===== src/hw/dmm_pkg.sv =====
// dmm front end shared definitions: register map, modes, pin bundle and status layout
`default_nettype none

package dmm_pkg;

  ////////////////////////////////////////////////////////////
  // widths and constants

  localparam int          REG_W        = 32;     // spi data word
  localparam int          CMD_W        = 8;      // rw bit + 7 bit address
  localparam int          SEQ_MAX      = 4;      // sequence entries
  localparam logic [7:0]  STATUS_MAGIC = 8'hAA;  // status byte 0, link check

  ////////////////////////////////////////////////////////////
  // register map

  typedef enum logic [6:0] {
    REG_STATUS       = 7'h00,  // read only
    REG_MODE         = 7'h01,
    REG_DIRECT       = 7'h02,
    REG_4094_OE      = 7'h03,
    REG_SA_PRECHARGE = 7'h04,
    REG_SA_SEQ_N     = 7'h05,
    REG_SA_SEQ0      = 7'h06,
    REG_SA_SEQ1      = 7'h07,
    REG_SA_SEQ2      = 7'h08,
    REG_SA_SEQ3      = 7'h09,
    REG_ADC_APERTURE = 7'h0A
  } reg_addr_e;

  // mode field, anything unlisted blanks the pins
  typedef enum logic [2:0] {
    MODE_DIRECT   = 3'd0,
    MODE_SEQ_MOCK = 3'd6
  } mode_e;

  // select vector line encoding
  typedef enum logic [2:0] {
    CS_NONE       = 3'd0,
    CS_FPGA       = 3'd1,
    CS_4094       = 3'd2,
    CS_INVERT_DAC = 3'd3,
    CS_MDAC       = 3'd4
  } spi_cs_e;

  // mode muxed pin groups, msb first
  typedef struct packed {
    logic       adc_reset_n;    // 25
    logic       meas_complete;  // 24
    logic       spi_interrupt;  // 23
    logic       cmpr_latch;     // 22
    logic       adc_sigmux;     // 21
    logic       adc_rstmux;     // 20
    logic [1:0] adc_refmux;     // 19..18
    logic [3:0] azmux;          // 17..14
    logic [1:0] pc_sw;          // 13..12
    logic [7:0] monitor;        // 11..4
    logic [3:0] leds;           // 3..0
  } out_bundle_t;

  // one sequence step
  typedef struct packed {
    logic [3:0] azmux;
    logic [1:0] pc_sw;
  } seq_entry_t;

  // writable registers as the datapath sees them
  // count fields carry the full word, only the low COUNT_W bits are live
  typedef struct packed {
    mode_e                    mode;
    out_bundle_t              direct;
    logic                     oe_4094;
    logic [REG_W-1:0]         precharge;
    logic [REG_W-1:0]         aperture;
    logic [2:0]               seq_n;
    seq_entry_t [SEQ_MAX-1:0] seq;
  } reg_file_t;

  // status word readback
  typedef struct packed {
    logic [12:0] rsvd_hi;          // 31..19
    logic [2:0]  seq_n;            // 18..16
    logic        rsvd_mid;         // 15
    logic [2:0]  sample_idx_last;  // 14..12
    logic [3:0]  hw_flags;         // 11..8
    logic [7:0]  magic;            // 7..0
  } status_t;

endpackage

`default_nettype wire

===== src/hw/dmm_top.sv =====
// dmm front end control top, spi select decode, register bank and mode selected pin drive
`timescale 1ns/1ps
`default_nettype none

module dmm_top #(
  parameter int COUNT_W = 24
) (
  input  logic                 clk_i,
  input  logic                 rst_i,

  // spi from the mcu
  input  logic                 sck_i,
  input  logic                 sdi_i,
  input  dmm_pkg::spi_cs_e     cs_vec_i,
  output logic                 sdo_o,

  input  logic [3:0]           hw_flags_i,
  input  logic                 trig_i,

  // shared spi lines and selects
  output logic                 spi_glb_clk_o,
  output logic                 spi_glb_mosi_o,
  output logic                 spi_4094_strobe_o,
  output logic                 spi_4094_oe_o,
  output logic                 spi_invert_dac_clk_o,
  output logic                 spi_invert_dac_data_o,
  output logic                 spi_invert_dac_ss_o,
  output logic                 spi_cs_iso_o,

  output dmm_pkg::out_bundle_t pins_o
);
  import dmm_pkg::*;

  logic        cs_fpga;
  reg_file_t   regs;
  status_t     status;
  out_bundle_t seq_bundle;
  logic        seq_trig;
  logic        adc_start;
  logic        adc_reset_n;
  logic        adc_rst;
  logic        meas_valid;
  logic [2:0]  sample_idx_last;

  ////////////////////////////////////////////////////////////
  // select decode

  assign cs_fpga = (cs_vec_i == CS_FPGA);

  assign spi_glb_clk_o  = cs_fpga ? 1'b1 : sck_i;   // park hi while we talk
  assign spi_glb_mosi_o = cs_fpga ? 1'b1 : sdi_i;

  assign spi_4094_strobe_o   = (cs_vec_i == CS_4094);          // active hi
  assign spi_invert_dac_ss_o = (cs_vec_i != CS_INVERT_DAC);    // active lo
  assign spi_cs_iso_o        = (cs_vec_i != CS_MDAC);          // mdac, active lo

  assign spi_invert_dac_clk_o  = spi_glb_clk_o;
  assign spi_invert_dac_data_o = spi_glb_mosi_o;

  ////////////////////////////////////////////////////////////
  // register bank

  always_comb begin
    status                 = '0;
    status.magic           = STATUS_MAGIC;
    status.hw_flags        = hw_flags_i;
    status.sample_idx_last = sample_idx_last;
    status.seq_n           = regs.seq_n;
  end

  spi_reg_bank #(
    .COUNT_W (COUNT_W)
  ) u_regs (
    .clk_i    (clk_i),
    .rst_i    (rst_i),
    .sck_i    (sck_i),
    .cs_n_i   (!cs_fpga),
    .mosi_i   (sdi_i),
    .status_i (status),
    .miso_o   (sdo_o),
    .regs_o   (regs)
  );

  assign spi_4094_oe_o = regs.oe_4094;   // off until written

  ////////////////////////////////////////////////////////////
  // sequencer and mock adc, mode 6

  assign seq_trig = trig_i && (regs.mode == MODE_SEQ_MOCK);
  assign adc_rst  = rst_i || !adc_reset_n;    // sequencer holds the adc in reset

  seq_acquisition #(
    .COUNT_W (COUNT_W)
  ) u_seq (
    .clk_i             (clk_i),
    .rst_i             (rst_i),
    .trig_i            (seq_trig),
    .meas_valid_i      (meas_valid),
    .seq_n_i           (regs.seq_n),
    .seq_i             (regs.seq),
    .precharge_i       (regs.precharge[COUNT_W-1:0]),
    .adc_start_o       (adc_start),
    .adc_reset_n_o     (adc_reset_n),
    .bundle_o          (seq_bundle),
    .sample_idx_last_o (sample_idx_last)
  );

  adc_mock #(
    .COUNT_W (COUNT_W)
  ) u_adc (
    .clk_i        (clk_i),
    .rst_i        (adc_rst),
    .start_i      (adc_start),
    .aperture_i   (regs.aperture[COUNT_W-1:0]),
    .meas_valid_o (meas_valid)
  );

  ////////////////////////////////////////////////////////////
  // mode mux

  always_comb begin
    case (regs.mode)
      MODE_DIRECT:   pins_o = regs.direct;   // mcu drives every pin
      MODE_SEQ_MOCK: pins_o = seq_bundle;
      default:       pins_o = '0;
    endcase
  end

endmodule

`default_nettype wire


===== src/hw/adc_mock.sv =====
// mock adc, ends a conversion after the programmed aperture with a one cycle valid
`timescale 1ns/1ps
`default_nettype none

module adc_mock #(
  parameter int COUNT_W = 24
) (
  input  logic               clk_i,
  input  logic               rst_i,
  input  logic               start_i,
  input  logic [COUNT_W-1:0] aperture_i,
  output logic               meas_valid_o
);

  logic [COUNT_W-1:0] ap_eff;
  logic [COUNT_W-1:0] rem_q;     // edges left until valid
  logic               busy_q;
  logic               valid_q;

  assign ap_eff = (aperture_i == '0) ? COUNT_W'(1) : aperture_i;   // zero runs as one

  // valid lands aperture+1 cycles from the start cycle, start cycle counted
  always_ff @(posedge clk_i) begin
    if (rst_i) begin
      busy_q  <= 1'b0;
      valid_q <= 1'b0;
    end else begin
      valid_q <= 1'b0;
      if (start_i) begin
        if (ap_eff == COUNT_W'(1)) begin
          valid_q <= 1'b1;       // shortest conversion
        end else begin
          busy_q <= 1'b1;
          rem_q  <= ap_eff - 1'b1;
        end
      end else if (busy_q) begin
        if (rem_q == COUNT_W'(1)) begin
          valid_q <= 1'b1;
          busy_q  <= 1'b0;
        end else begin
          rem_q <= rem_q - 1'b1;
        end
      end
    end
  end

  assign meas_valid_o = valid_q;

  a_no_restart: assert property (@(posedge clk_i) disable iff (rst_i) start_i |-> !busy_q);

endmodule

`default_nettype wire


===== src/hw/seq_acquisition.sv =====
// sequence acquisition FSM, steps azmux and precharge through the entries and runs the adc
`timescale 1ns/1ps
`default_nettype none

module seq_acquisition #(
  parameter int COUNT_W = 24
) (
  input  logic                                     clk_i,
  input  logic                                     rst_i,
  input  logic                                     trig_i,
  input  logic                                     meas_valid_i,
  input  logic [2:0]                               seq_n_i,
  input  dmm_pkg::seq_entry_t [dmm_pkg::SEQ_MAX-1:0] seq_i,
  input  logic [COUNT_W-1:0]                       precharge_i,
  output logic                                     adc_start_o,
  output logic                                     adc_reset_n_o,
  output dmm_pkg::out_bundle_t                     bundle_o,
  output logic [2:0]                               sample_idx_last_o
);
  import dmm_pkg::*;

  localparam int IDX_W = $clog2(SEQ_MAX);

  // idle must stay 0, shows on the monitor
  typedef enum logic [2:0] {
    IDLE      = 3'd0,
    LOAD      = 3'd1,
    PRECHARGE = 3'd2,
    START     = 3'd3,
    WAIT_ADC  = 3'd4,
    RECORD    = 3'd5
  } state_e;

  state_e             state_q;
  state_e             state_d;
  logic [IDX_W-1:0]   idx_q;
  logic [IDX_W-1:0]   idx_d;
  logic [COUNT_W-1:0] cnt_q;        // precharge countdown
  logic [2:0]         n_eff;
  logic               last_entry;
  logic               adc_start_q;
  logic [2:0]         idx_last_q;
  out_bundle_t        bundle_q;

  // seq_n of 0 runs one entry, clamp the top end too
  always_comb begin
    if (seq_n_i == 3'd0)          n_eff = 3'd1;
    else if (seq_n_i > SEQ_MAX)   n_eff = 3'(SEQ_MAX);
    else                          n_eff = seq_n_i;
  end

  assign last_entry = (3'(idx_q) + 3'd1) >= n_eff;

  ////////////////////////////////////////////////////////////
  // next state

  always_comb begin
    state_d = state_q;
    idx_d   = idx_q;
    case (state_q)
      IDLE: if (trig_i) begin
        state_d = LOAD;
        idx_d   = '0;
      end
      LOAD:      state_d = (precharge_i == '0) ? START : PRECHARGE;
      PRECHARGE: if (cnt_q <= COUNT_W'(1)) state_d = START;
      START:     state_d = WAIT_ADC;
      WAIT_ADC:  if (meas_valid_i) state_d = RECORD;   // adc cannot stall
      RECORD: begin
        state_d = trig_i ? LOAD : IDLE;   // trig only looked at on a boundary
        idx_d   = (last_entry || !trig_i) ? '0 : idx_q + 1'b1;
      end
      default:   state_d = IDLE;
    endcase
  end

  ////////////////////////////////////////////////////////////
  // registered outputs, driven from the next state

  always_ff @(posedge clk_i) begin
    if (rst_i) begin
      state_q     <= IDLE;
      idx_q       <= '0;
      cnt_q       <= '0;
      adc_start_q <= 1'b0;
      idx_last_q  <= '0;
      bundle_q    <= '0;
    end else begin
      state_q     <= state_d;
      idx_q       <= idx_d;
      adc_start_q <= (state_d == START);          // single cycle

      if (state_q == LOAD)           cnt_q <= precharge_i;
      else if (state_q == PRECHARGE) cnt_q <= cnt_q - 1'b1;

      if (state_q == RECORD) idx_last_q <= 3'(idx_q);

      // switches follow the entry, park in idle
      if (state_d == LOAD) begin
        bundle_q.azmux <= seq_i[idx_d].azmux;
        bundle_q.pc_sw <= seq_i[idx_d].pc_sw;
      end else if (state_d == IDLE) begin
        bundle_q.azmux <= '0;
        bundle_q.pc_sw <= '0;
      end

      bundle_q.adc_reset_n   <= !(state_d inside {IDLE, PRECHARGE});  // held in reset
      bundle_q.meas_complete <= (state_d == RECORD);
      bundle_q.spi_interrupt <= (state_d == RECORD);    // tells the mcu
      bundle_q.leds          <= (state_d == IDLE) ? 4'b0 : 4'b0001 << idx_d;
      bundle_q.monitor       <= 8'({idx_d, state_d});   // idx above state
    end
  end

  assign bundle_o          = bundle_q;
  assign adc_start_o       = adc_start_q;
  assign adc_reset_n_o     = bundle_q.adc_reset_n;
  assign sample_idx_last_o = idx_last_q;

  // index written back in record stays inside the programmed count
  a_idx_range: assert property (@(posedge clk_i) disable iff (rst_i)
    (state_q == LOAD) |-> (3'(idx_q) < n_eff));

endmodule

`default_nettype wire


===== src/hw/spi_reg_bank.sv =====
// spi register bank, mode 0 slave oversampled in the system clock, 8 bit command + 32 bit data
`timescale 1ns/1ps
`default_nettype none

module spi_reg_bank #(
  parameter int COUNT_W = 24
) (
  input  logic                      clk_i,
  input  logic                      rst_i,
  input  logic                      sck_i,
  input  logic                      cs_n_i,
  input  logic                      mosi_i,
  input  logic [dmm_pkg::REG_W-1:0] status_i,
  output logic                      miso_o,
  output dmm_pkg::reg_file_t        regs_o
);
  import dmm_pkg::*;

  localparam int FRAME_BITS = CMD_W + REG_W;     // 40 bits per frame
  localparam int REG_FIRST  = int'(REG_MODE);
  localparam int REG_LAST   = int'(REG_ADC_APERTURE);

  // true for addresses backed by storage
  function automatic logic is_rw(input logic [6:0] addr);
    logic ok;
    case (reg_addr_e'(addr))
      REG_MODE, REG_DIRECT, REG_4094_OE, REG_SA_PRECHARGE, REG_SA_SEQ_N,
      REG_SA_SEQ0, REG_SA_SEQ1, REG_SA_SEQ2, REG_SA_SEQ3, REG_ADC_APERTURE: ok = 1'b1;
      default: ok = 1'b0;
    endcase
    return ok;
  endfunction

  logic [2:0]            sck_sync_q;   // [1] synced, [2] previous
  logic [2:0]            cs_sync_q;
  logic [1:0]            mosi_sync_q;
  logic                  sck_rise;
  logic                  sck_fall;
  logic                  cs_act;
  logic                  cs_end;
  logic [5:0]            bit_cnt_q;
  logic [FRAME_BITS-1:0] shift_q;      // {cmd, data}
  logic [REG_W-1:0]      rd_shift_q;
  logic [REG_W-1:0]      rd_value;
  logic                  reading_q;
  logic                  rd_load;
  logic                  wr_commit;
  logic [6:0]            wr_addr;
  logic [6:0]            rd_addr;
  logic [REG_W-1:0]      mem_q [REG_FIRST:REG_LAST];

  ////////////////////////////////////////////////////////////
  // synchronizers and edge detect

  always_ff @(posedge clk_i) begin
    if (rst_i) begin
      sck_sync_q  <= '0;
      cs_sync_q   <= '1;     // deselected
      mosi_sync_q <= '0;
    end else begin
      sck_sync_q  <= {sck_sync_q[1:0], sck_i};
      cs_sync_q   <= {cs_sync_q[1:0], cs_n_i};
      mosi_sync_q <= {mosi_sync_q[0], mosi_i};
    end
  end

  assign sck_rise = sck_sync_q[1] & ~sck_sync_q[2];   // sample mosi
  assign sck_fall = ~sck_sync_q[1] & sck_sync_q[2];   // launch miso
  assign cs_act   = ~cs_sync_q[1];
  assign cs_end   = cs_sync_q[1] & ~cs_sync_q[2];     // select released

  assign rd_addr   = shift_q[6:0];                    // cmd byte after 8 bits
  assign wr_addr   = shift_q[FRAME_BITS-2 -: 7];
  assign rd_load   = cs_act && sck_fall && (bit_cnt_q == CMD_W) && !shift_q[CMD_W-1];
  assign wr_commit = cs_end && (bit_cnt_q == FRAME_BITS) && shift_q[FRAME_BITS-1];

  ////////////////////////////////////////////////////////////
  // frame control

  always_ff @(posedge clk_i) begin
    if (rst_i) begin
      bit_cnt_q <= '0;
      reading_q <= 1'b0;
    end else if (!cs_act) begin
      bit_cnt_q <= '0;       // short frames die here
      reading_q <= 1'b0;
    end else begin
      if (sck_rise && bit_cnt_q != '1) bit_cnt_q <= bit_cnt_q + 6'd1;  // saturate
      if (rd_load) reading_q <= 1'b1;
    end
  end

  // shifters, payload only
  always_ff @(posedge clk_i) begin
    if (cs_act && sck_rise) shift_q <= {shift_q[FRAME_BITS-2:0], mosi_sync_q[1]};
    if (rd_load) begin
      rd_shift_q <= rd_value;
    end else if (cs_act && sck_fall) begin
      rd_shift_q <= {rd_shift_q[REG_W-2:0], 1'b1};
    end
  end

  assign miso_o = reading_q ? rd_shift_q[REG_W-1] : 1'b1;   // idle high

  // read mux, unmapped reads zero
  always_comb begin
    rd_value = '0;
    if (rd_addr == REG_STATUS) rd_value = status_i;
    else if (is_rw(rd_addr))   rd_value = mem_q[rd_addr];
  end

  ////////////////////////////////////////////////////////////
  // register storage

  always_ff @(posedge clk_i) begin
    if (rst_i) begin
      for (int i = REG_FIRST; i <= REG_LAST; i++) mem_q[i] <= '0;
    end else if (wr_commit && is_rw(wr_addr)) begin
      mem_q[wr_addr] <= shift_q[REG_W-1:0];
    end
  end

  always_comb begin
    regs_o.mode      = mode_e'(mem_q[REG_MODE][2:0]);
    regs_o.direct    = out_bundle_t'(mem_q[REG_DIRECT][$bits(out_bundle_t)-1:0]);
    regs_o.oe_4094   = mem_q[REG_4094_OE][0];
    regs_o.precharge = REG_W'(mem_q[REG_SA_PRECHARGE][COUNT_W-1:0]);
    regs_o.aperture  = REG_W'(mem_q[REG_ADC_APERTURE][COUNT_W-1:0]);
    regs_o.seq_n     = mem_q[REG_SA_SEQ_N][2:0];
    for (int i = 0; i < SEQ_MAX; i++) begin
      regs_o.seq[i] = seq_entry_t'(mem_q[int'(REG_SA_SEQ0) + i][5:0]);
    end
  end

  ////////////////////////////////////////////////////////////
  // checks

  // the 40th bit was already counted before the release, no late bump
  a_commit_len: assert property (@(posedge clk_i) disable iff (rst_i)
    wr_commit |-> ($past(bit_cnt_q) == FRAME_BITS) && !$past(sck_rise));

  // two sync stages plus one register, then miso must be parked
  a_miso_idle: assert property (@(posedge clk_i) disable iff (rst_i)
    cs_n_i [*4] |-> miso_o);

endmodule

`default_nettype wire


===== config.mk =====
export PLATFORM = sky130hd
export DESIGN_NAME = dmm_top
export DESIGN_NICKNAME = d
export VERILOG_FILES = /design/src/hw/dmm_pkg.sv /design/src/hw/dmm_top.sv /design/src/hw/adc_mock.sv /design/src/hw/seq_acquisition.sv /design/src/hw/spi_reg_bank.sv
export SDC_FILE = /design/constraint.sdc
export NUM_CORES = 1
export LEC_CHECK = 0
export BUFFER_PORTS_ARGS = -buffer_cell sky130_fd_sc_hd__buf_2
export CAP_MARGIN = 20
export CORE_MARGIN = 1
export CORE_UTILIZATION = 50
export CTS_BUF_LIST = sky130_fd_sc_hd__clkbuf_4
export CTS_CLUSTER_SIZE = 12
export DETAILED_ROUTE_END_ITERATION = 8
export PLACE_DENSITY = 0.63
export SYNTH_ARGS = -nofsm -noshare
export SYNTH_HDL_FRONTEND = slang
export SYNTH_SLANG_ARGS = --single-unit

===== constraint.sdc =====
create_clock -name clk_i -period 4.91 [get_ports clk_i]
set_input_delay 0.2455 -clock clk_i [delete_from_list [all_inputs] [get_ports clk_i]]
set_output_delay 0.2455 -clock clk_i [all_outputs]
set_load 0.02 [all_outputs]

# [Word-level counts from Yosys, hierarchy flattened]
# Memories as Yosys holds them, arrays and structs flattened. A register that Yosys moved wholly into a read port is not among the register bits.
# Index checks and enable logic that the tools add are counted.
[op_classes] add_sub_neg=6 order_cmp=4 n_eq_ne=21 n_shift=1 muxes=53 bitwise=8 reduce_logical=34
[ops] cell="2-to-1 mux 24 bit" n=7
[ops] cell="2-to-1 mux 32 bit" n=5
[ops] cell="subtractor 24 x 1 -> 24 bit, second input constant" n=3
[ops] cell="one-hot mux 26 bit (2 select lines)" n=1
[ops] cell="equality test 24 x 1 -> 1 bit, second input constant" n=2
[ops] cell="logical NOT 24 bit" n=2
[ops] cell="OR reduction 32 bit" n=1
[ops] cell="less-or-equal comparator 24 x 1 -> 1 bit, second input constant" n=1
[ops] cell="2-to-1 mux 1 bit" n=23
[ops] cell="logical NOT 3 bit" n=6
[ops] cell="2-to-1 mux 6 bit" n=3
[ops] cell="one-hot mux 3 bit (6 select lines)" n=1
[ops] cell="2-to-1 mux 4 bit" n=4
[ops] cell="equality test 3 x 2 -> 1 bit, second input constant" n=5
[ops] cell="2-to-1 mux 3 bit" n=5
[ops] cell="binary-select mux 6 bit (select 2 bit)" n=1
[ops] cell="equality test 3 bit, second input constant" n=4
[ops] cell="nonzero test 2 bit" n=5
[ops] cell="equality test 3 x 1 -> 1 bit, second input constant" n=3
[ops] cell="logical AND 1 bit" n=9
[ops] cell="logical NOT 7 bit" n=1
[ops] cell="adder 6 x 1 -> 6 bit, second input constant" n=1
[ops] cell="equality test 6 x 4 -> 1 bit, second input constant" n=1
[ops] cell="equality test 6 bit, second input constant" n=1
[ops] cell="other kinds (18)" n=32
[totals] reg_bits=165 ram_bits=320 mem_bits_ro=32 input_bits=12 output_inout_bits=35 wordCells=152 n_memories=3
[mem_list] name="u_regs.mem_q" depth=10 word_bits=32 read_ports=11 rd_clocked_by_memory_dff=1 write_ports=10 line="spi_reg_bank.sv:50" rtl="logic [REG_W-1:0] mem_q [REG_FIRST:REG_LAST];"
[mem_list] name="(no name shown)" depth=16 word_bits=1 read_ports=1 rd_clocked_by_memory_dff=1 write_ports=0 line="spi_reg_bank.sv:26" rtl="case (reg_addr_e'(addr))"
[mem_list] name="(no name shown)" depth=16 word_bits=1 read_ports=1 rd_clocked_by_memory_dff=1 write_ports=0 line="spi_reg_bank.sv:26"

# [Longest topological paths before layout]
# An unclocked memory read counts as a cell.
[logic_depth] word_depth=11 ltp_mapped=12 depth_no_buf=11

# [Hierarchy]
# A second synthesis with hierarchy kept.
[unflattened] hier_cells=2182 area_unflattened_um2=31810.5
[by_module_without_submodules] module="spi_reg_bank" instances=1 cells_per_inst=1571 area_per_inst_um2=26502.9 seq_area_each_um2=17957.2
[by_module_without_submodules] module="seq_acquisition" instances=1 cells_per_inst=293 area_per_inst_um2=2488.6 seq_area_each_um2=880.8
[by_module_without_submodules] module="adc_mock" instances=1 cells_per_inst=211 area_per_inst_um2=2072.0 seq_area_each_um2=760.7
[by_module_without_submodules] module="dmm_top" instances=1 cells_per_inst=107 area_per_inst_um2=747.0 seq_area_each_um2=0.0

# [Least setup slack after synthesis]
# Ideal clock, no wire load.
[synth_timing] kind="reg-to-reg" start="reg u_regs.sck_sync_q[2]" end="reg u_regs.rd_shift_q[0], data pin" setup_time_ns=0.254 arrival_ns=4.085 required_time_ns=4.656 path_slack_ns=0.571 path_stages_with_launch=6 n_path_buf=2 period_less_slack_ns=4.339 path_cell_list="dfxtp_1 nor3b_1 or4b_2 clkbuf_1 clkbuf_1 a21o_1"
[synth_between] elab_chain_len=5
[synth_rtl] element="start, declared" line="spi_reg_bank.sv:34" rtl="logic [2:0] sck_sync_q;"
[synth_rtl] element="start signal, assigned" line="spi_reg_bank.sv:61" rtl="sck_sync_q <= {sck_sync_q[1:0], sck_i};"
[synth_rtl] element="AND 1 bit" line="spi_reg_bank.sv:68" rtl="assign sck_fall = ~sck_sync_q[1] & sck_sync_q[2];"
[synth_rtl] element="logical AND 1 bit (3 in series)" line="spi_reg_bank.sv:74" rtl="assign rd_load = cs_act && sck_fall && (bit_cnt_q == CMD_W) && !shift_q[CMD_W-1];"
[synth_rtl] element="2-to-1 mux 32 bit" line="spi_reg_bank.sv:96" rtl="if (rd_load) begin"
[synth_rtl] element="end signal, assigned" line="spi_reg_bank.sv:97" rtl="rd_shift_q <= rd_value;"
[synth_rtl] element="end signal, assigned" line="spi_reg_bank.sv:99" rtl="rd_shift_q <= {rd_shift_q[REG_W-2:0], 1'b1};"
[synth_rtl] element="end, declared" line="spi_reg_bank.sv:43" rtl="logic [REG_W-1:0] rd_shift_q;"
# Every way passes these cells.
# A chain may end at the register's enable or synchronous reset.

==> impl_metrics.json <==
{
  "end_kind": "flop",
  "skew_ns": 0.07572,
  "cts_made_buffers": 175,
  "worstSetupPathType": "flop to flop",
  "ctsResizeCount": 0,
  "finalCriticalPeriod_ns": 3.626,
  "synth.ff_latch_count": 675,
  "path_clk_slew_ns": 0.06,
  "synth_top_area_cell": "edfxtp_1",
  "worst_pin_slew_ns": 1.072,
  "wl_um": 79890,
  "port_buffers": 46,
  "synth_cell_types": 78,
  "crit_fanout": 33,
  "hold_ws_ns": 0.2220,
  "synth_flop_cell": "edfxtp_1",
  "drive_gt1_share_pct": 26.66,
  "setup-violations-final": 0,
  "synth_edf_count": 608,
  "rsz0062_at_grt": "false",
  "ir_drop_uv": 221.3,
  "die_h_um": 246.5,
  "hpwlAfterDp_um": 51780,
  "clock-sinks": 675,
  "antenna_found_initial": 4,
  "synthTopCellsByArea": "edfxtp_1, mux4_2, and2_1, dfxtp_1, mux2i_1",
  "gr-usage-all-layers_pct": 26.97,
  "crit_required_ns": 5.54,
  "syn-cell-area_sq_um": 29880,
  "drt_iter0_drc": 1852,
  "hold_path_class": "primary input to flop",
  "period_share_pct": 73.85,
  "max-clock-path-buffers": 3,
  "fillers": 4757,
  "grt.overflow.total": 0,
  "die_area_sq_um": 60750,
  "grt_pass1_wl_um": 117600,
  "drtPass1Iterations": 5,
  "ys_top_cells_by_count": "edfxtp_1, and2_1, mux4_2",
  "fmax_mhz": 275.8,
  "yosysMostFrequentCell": "edfxtp_1",
  "nNetsFinal": 2147,
  "synthArstFlopShare_pct": 0,
  "critPathLaunchType": "flop",
  "die_x_um": 246.5,
  "gp_congestion": 0.9335,
  "totalNegativeSetupSlack_ns": 0,
  "core_sq_um": 59020,
  "crit_chain": "or4b_4 > nor4_4 > nand3b_1 > nor3_4 > buf_4 > or2_2",
  "io_pins": 47,
  "final_antenna_net_count": 0,
  "root_buffer": "clkbuf_4",
  "grt_pass1_vias": 17940,
  "area_growth_pct": 12.80,
  "via_per_inst": 6.005,
  "syn_inst": 1946,
  "synth_area_per_cell_sq_um": 15.36,
  "maxCapViolCount": 0,
  "crit_arrival_ns": 4.26,
  "htree_levels": 4,
  "slew_headroom_pct": 28.47,
  "post-route-drc-count": 0,
  "p_leak_nw": 11.58,
  "pwr_density_cell_nw_per_um2": 349.1,
  "start_util_pct": 50.63,
  "ys_seq_area_share_pct": 65.58,
  "post_dp_cell_area_sq_um": 31300,
  "stdcell_area_sq_um": 33710,
  "dr_total_vias": 18250,
  "status": "finished clean",
  "max_stage_delay_ns": 0.78,
  "wl_per_cell_um": 26.29,
  "grt_max_degree": 58,
  "slew_violations": 0,
  "yosys_warnings": 0,
  "cts_tree": "built",
  "hold_violations": 0,
  "clk_latency_ns": 1.03,
  "synth_nets": 1970,
  "yosysTopAreaCellShare_pct": 61.10,
  "critical_path.slowest_cell": "or2_2",
  "rows": 89
}
layer usage:
| metal | vias up | GRT usage [%] | wire (um) |
|---|---|---|---|
| met4 | 0 | 10.24 | 2237 |
| met3 | 141 | 5.664 | 5842 |
| met5 | - | 0 | 0 |
| met1 | 9337 | 36.54 | 33120 |
| met2 | 794 | 42.90 | 38690 |
| li1 | 7977 | - | - |
where the power goes:
group          switching [mW]  internal [mW]
registers               0.121           6.36
clock network            2.31           2.54
logic                   0.255          0.180
total                    2.68           9.08
critical path: cells and delay by family, from the launching register on:
family | cells | cell delay [ns]
and+or+nand+nor | 5 | 2.44
DFF | 1 | 0.40
buffers and inverters | 1 | 0.36
layout by cell type, fill, tap and decap left out, types with 7 or more instances in the layout:
cell type        n
nor3_1          23
diode_2          8
buf_4           50
a22o_1          18
nor2b_1          7
dlygate4sd3_1   16
nand2_1         97
mux2i_1         41
ha_1            12
xor2_1          13
or2_2            8
buf_2           46
o221ai_1         7
clkinv_1        42
dfxtp_1         63
or3_1           18
o21ai_4          7
clkbuf_4       256
mux2_2          17
o211ai_1         7
nor4_1          22
o21ai_0         45
and2_1         329
nor2_2           7
inv_1           22
nor2_1          72
or4_1            7
nand3_1         12
mux4_2         147
xnor2_1         28
edfxtp_1       608
a31oi_1         14
a21oi_1         30
nand4_1          8
nand3b_1         9
per-stage QoR:
stage | utilization [%] | std cells | power (mW) | setup slack (ns)
after CTS | 57.07 | 3030 | 11.86 | 1.244
after global routing | 57.11 | 3038 | 12.20 | 1.118
after detailed placement | 53.03 | 2702 | 7.022 | 1.306
after global placement | 52.95 | 2700 | 7.009 | 1.372
final | 57.11 | 3039 | 11.77 | 1.284
after floorplan | - | 1946 | 6.831 | 0.5708
sequential cells by signal, summed over array words and instances (netlist names), 2 cells and up, named ones only:
| signal | cells |
|---|---|
| u_regs.mem_q | 512 |
| u_regs.shift_q | 40 |
| u_regs.rd_shift_q | 32 |
| u_adc.rem_q | 24 |
| u_seq.cnt_q | 24 |
| u_seq.bundle_o | 16 |
| u_regs.bit_cnt_q | 6 |
| u_regs.cs_sync_q | 3 |
| u_regs.sck_sync_q | 3 |
| u_regs.mosi_sync_q | 2 |
| u_seq.sample_idx_last_o | 2 |
repair_timing:
| action | CTS | global route |
|---|---|---|
| hold buffers | 16 | 0 |
| hold endpoints to repair | 45 | 0 |
| setup buffers | 0 | 0 |
cell type report:
| class | instances | area (sq um) | share of cell area [%] |
|---|---|---|---|
| Clock inverter | 56 | 302.8 | 0.8983 |
| Antenna cell | 8 | 20.02 | 0.05939 |
| Inverter | 23 | 86.33 | 0.2561 |
| Tap cell | 773 | 967.2 | 2.869 |
| Timing Repair Buffer | 118 | 878.3 | 2.606 |
| Multi-Input combinational cell | 1130 | 9923 | 29.44 |
| Clock buffer | 256 | 1922 | 5.701 |
| Sequential cell | 675 | 19610 | 58.17 |
worst paths after layout:
kind,start,end,slack [ns],cells after the start
setup / recovery,u_regs.shift_q[37],u_regs.mem_q[1][20],1.28,6
hold / removal,hw_flags_i[0],u_regs.rd_shift_q[8],0.22,5
setup reg to reg,u_regs.shift_q[37],u_regs.mem_q[1][20],1.28,6
hold reg to reg,u_regs.cs_sync_q[0],u_regs.cs_sync_q[1],0.45,1
logic make-up (layout without fill, tap and decap cells):
| logic type | count (synthesis) | in the layout | share of synthesized area (%) |
|---|---|---|---|
| flops | 675 | 675 | 65.58 |
| xor+xnor | 41 | 41 | 1.202 |
| buf+inv | 141 | 453 | 1.888 |
| fa+ha+maj | 12 | 12 | 0.5024 |
| other cells | 0 | 8 | 0 |
| simple gates | 685 | 685 | 13.39 |
| mux | 205 | 205 | 13.09 |
| compound gates | 187 | 187 | 4.338 |
Note: power is estimated with default switching activity, not from simulation.
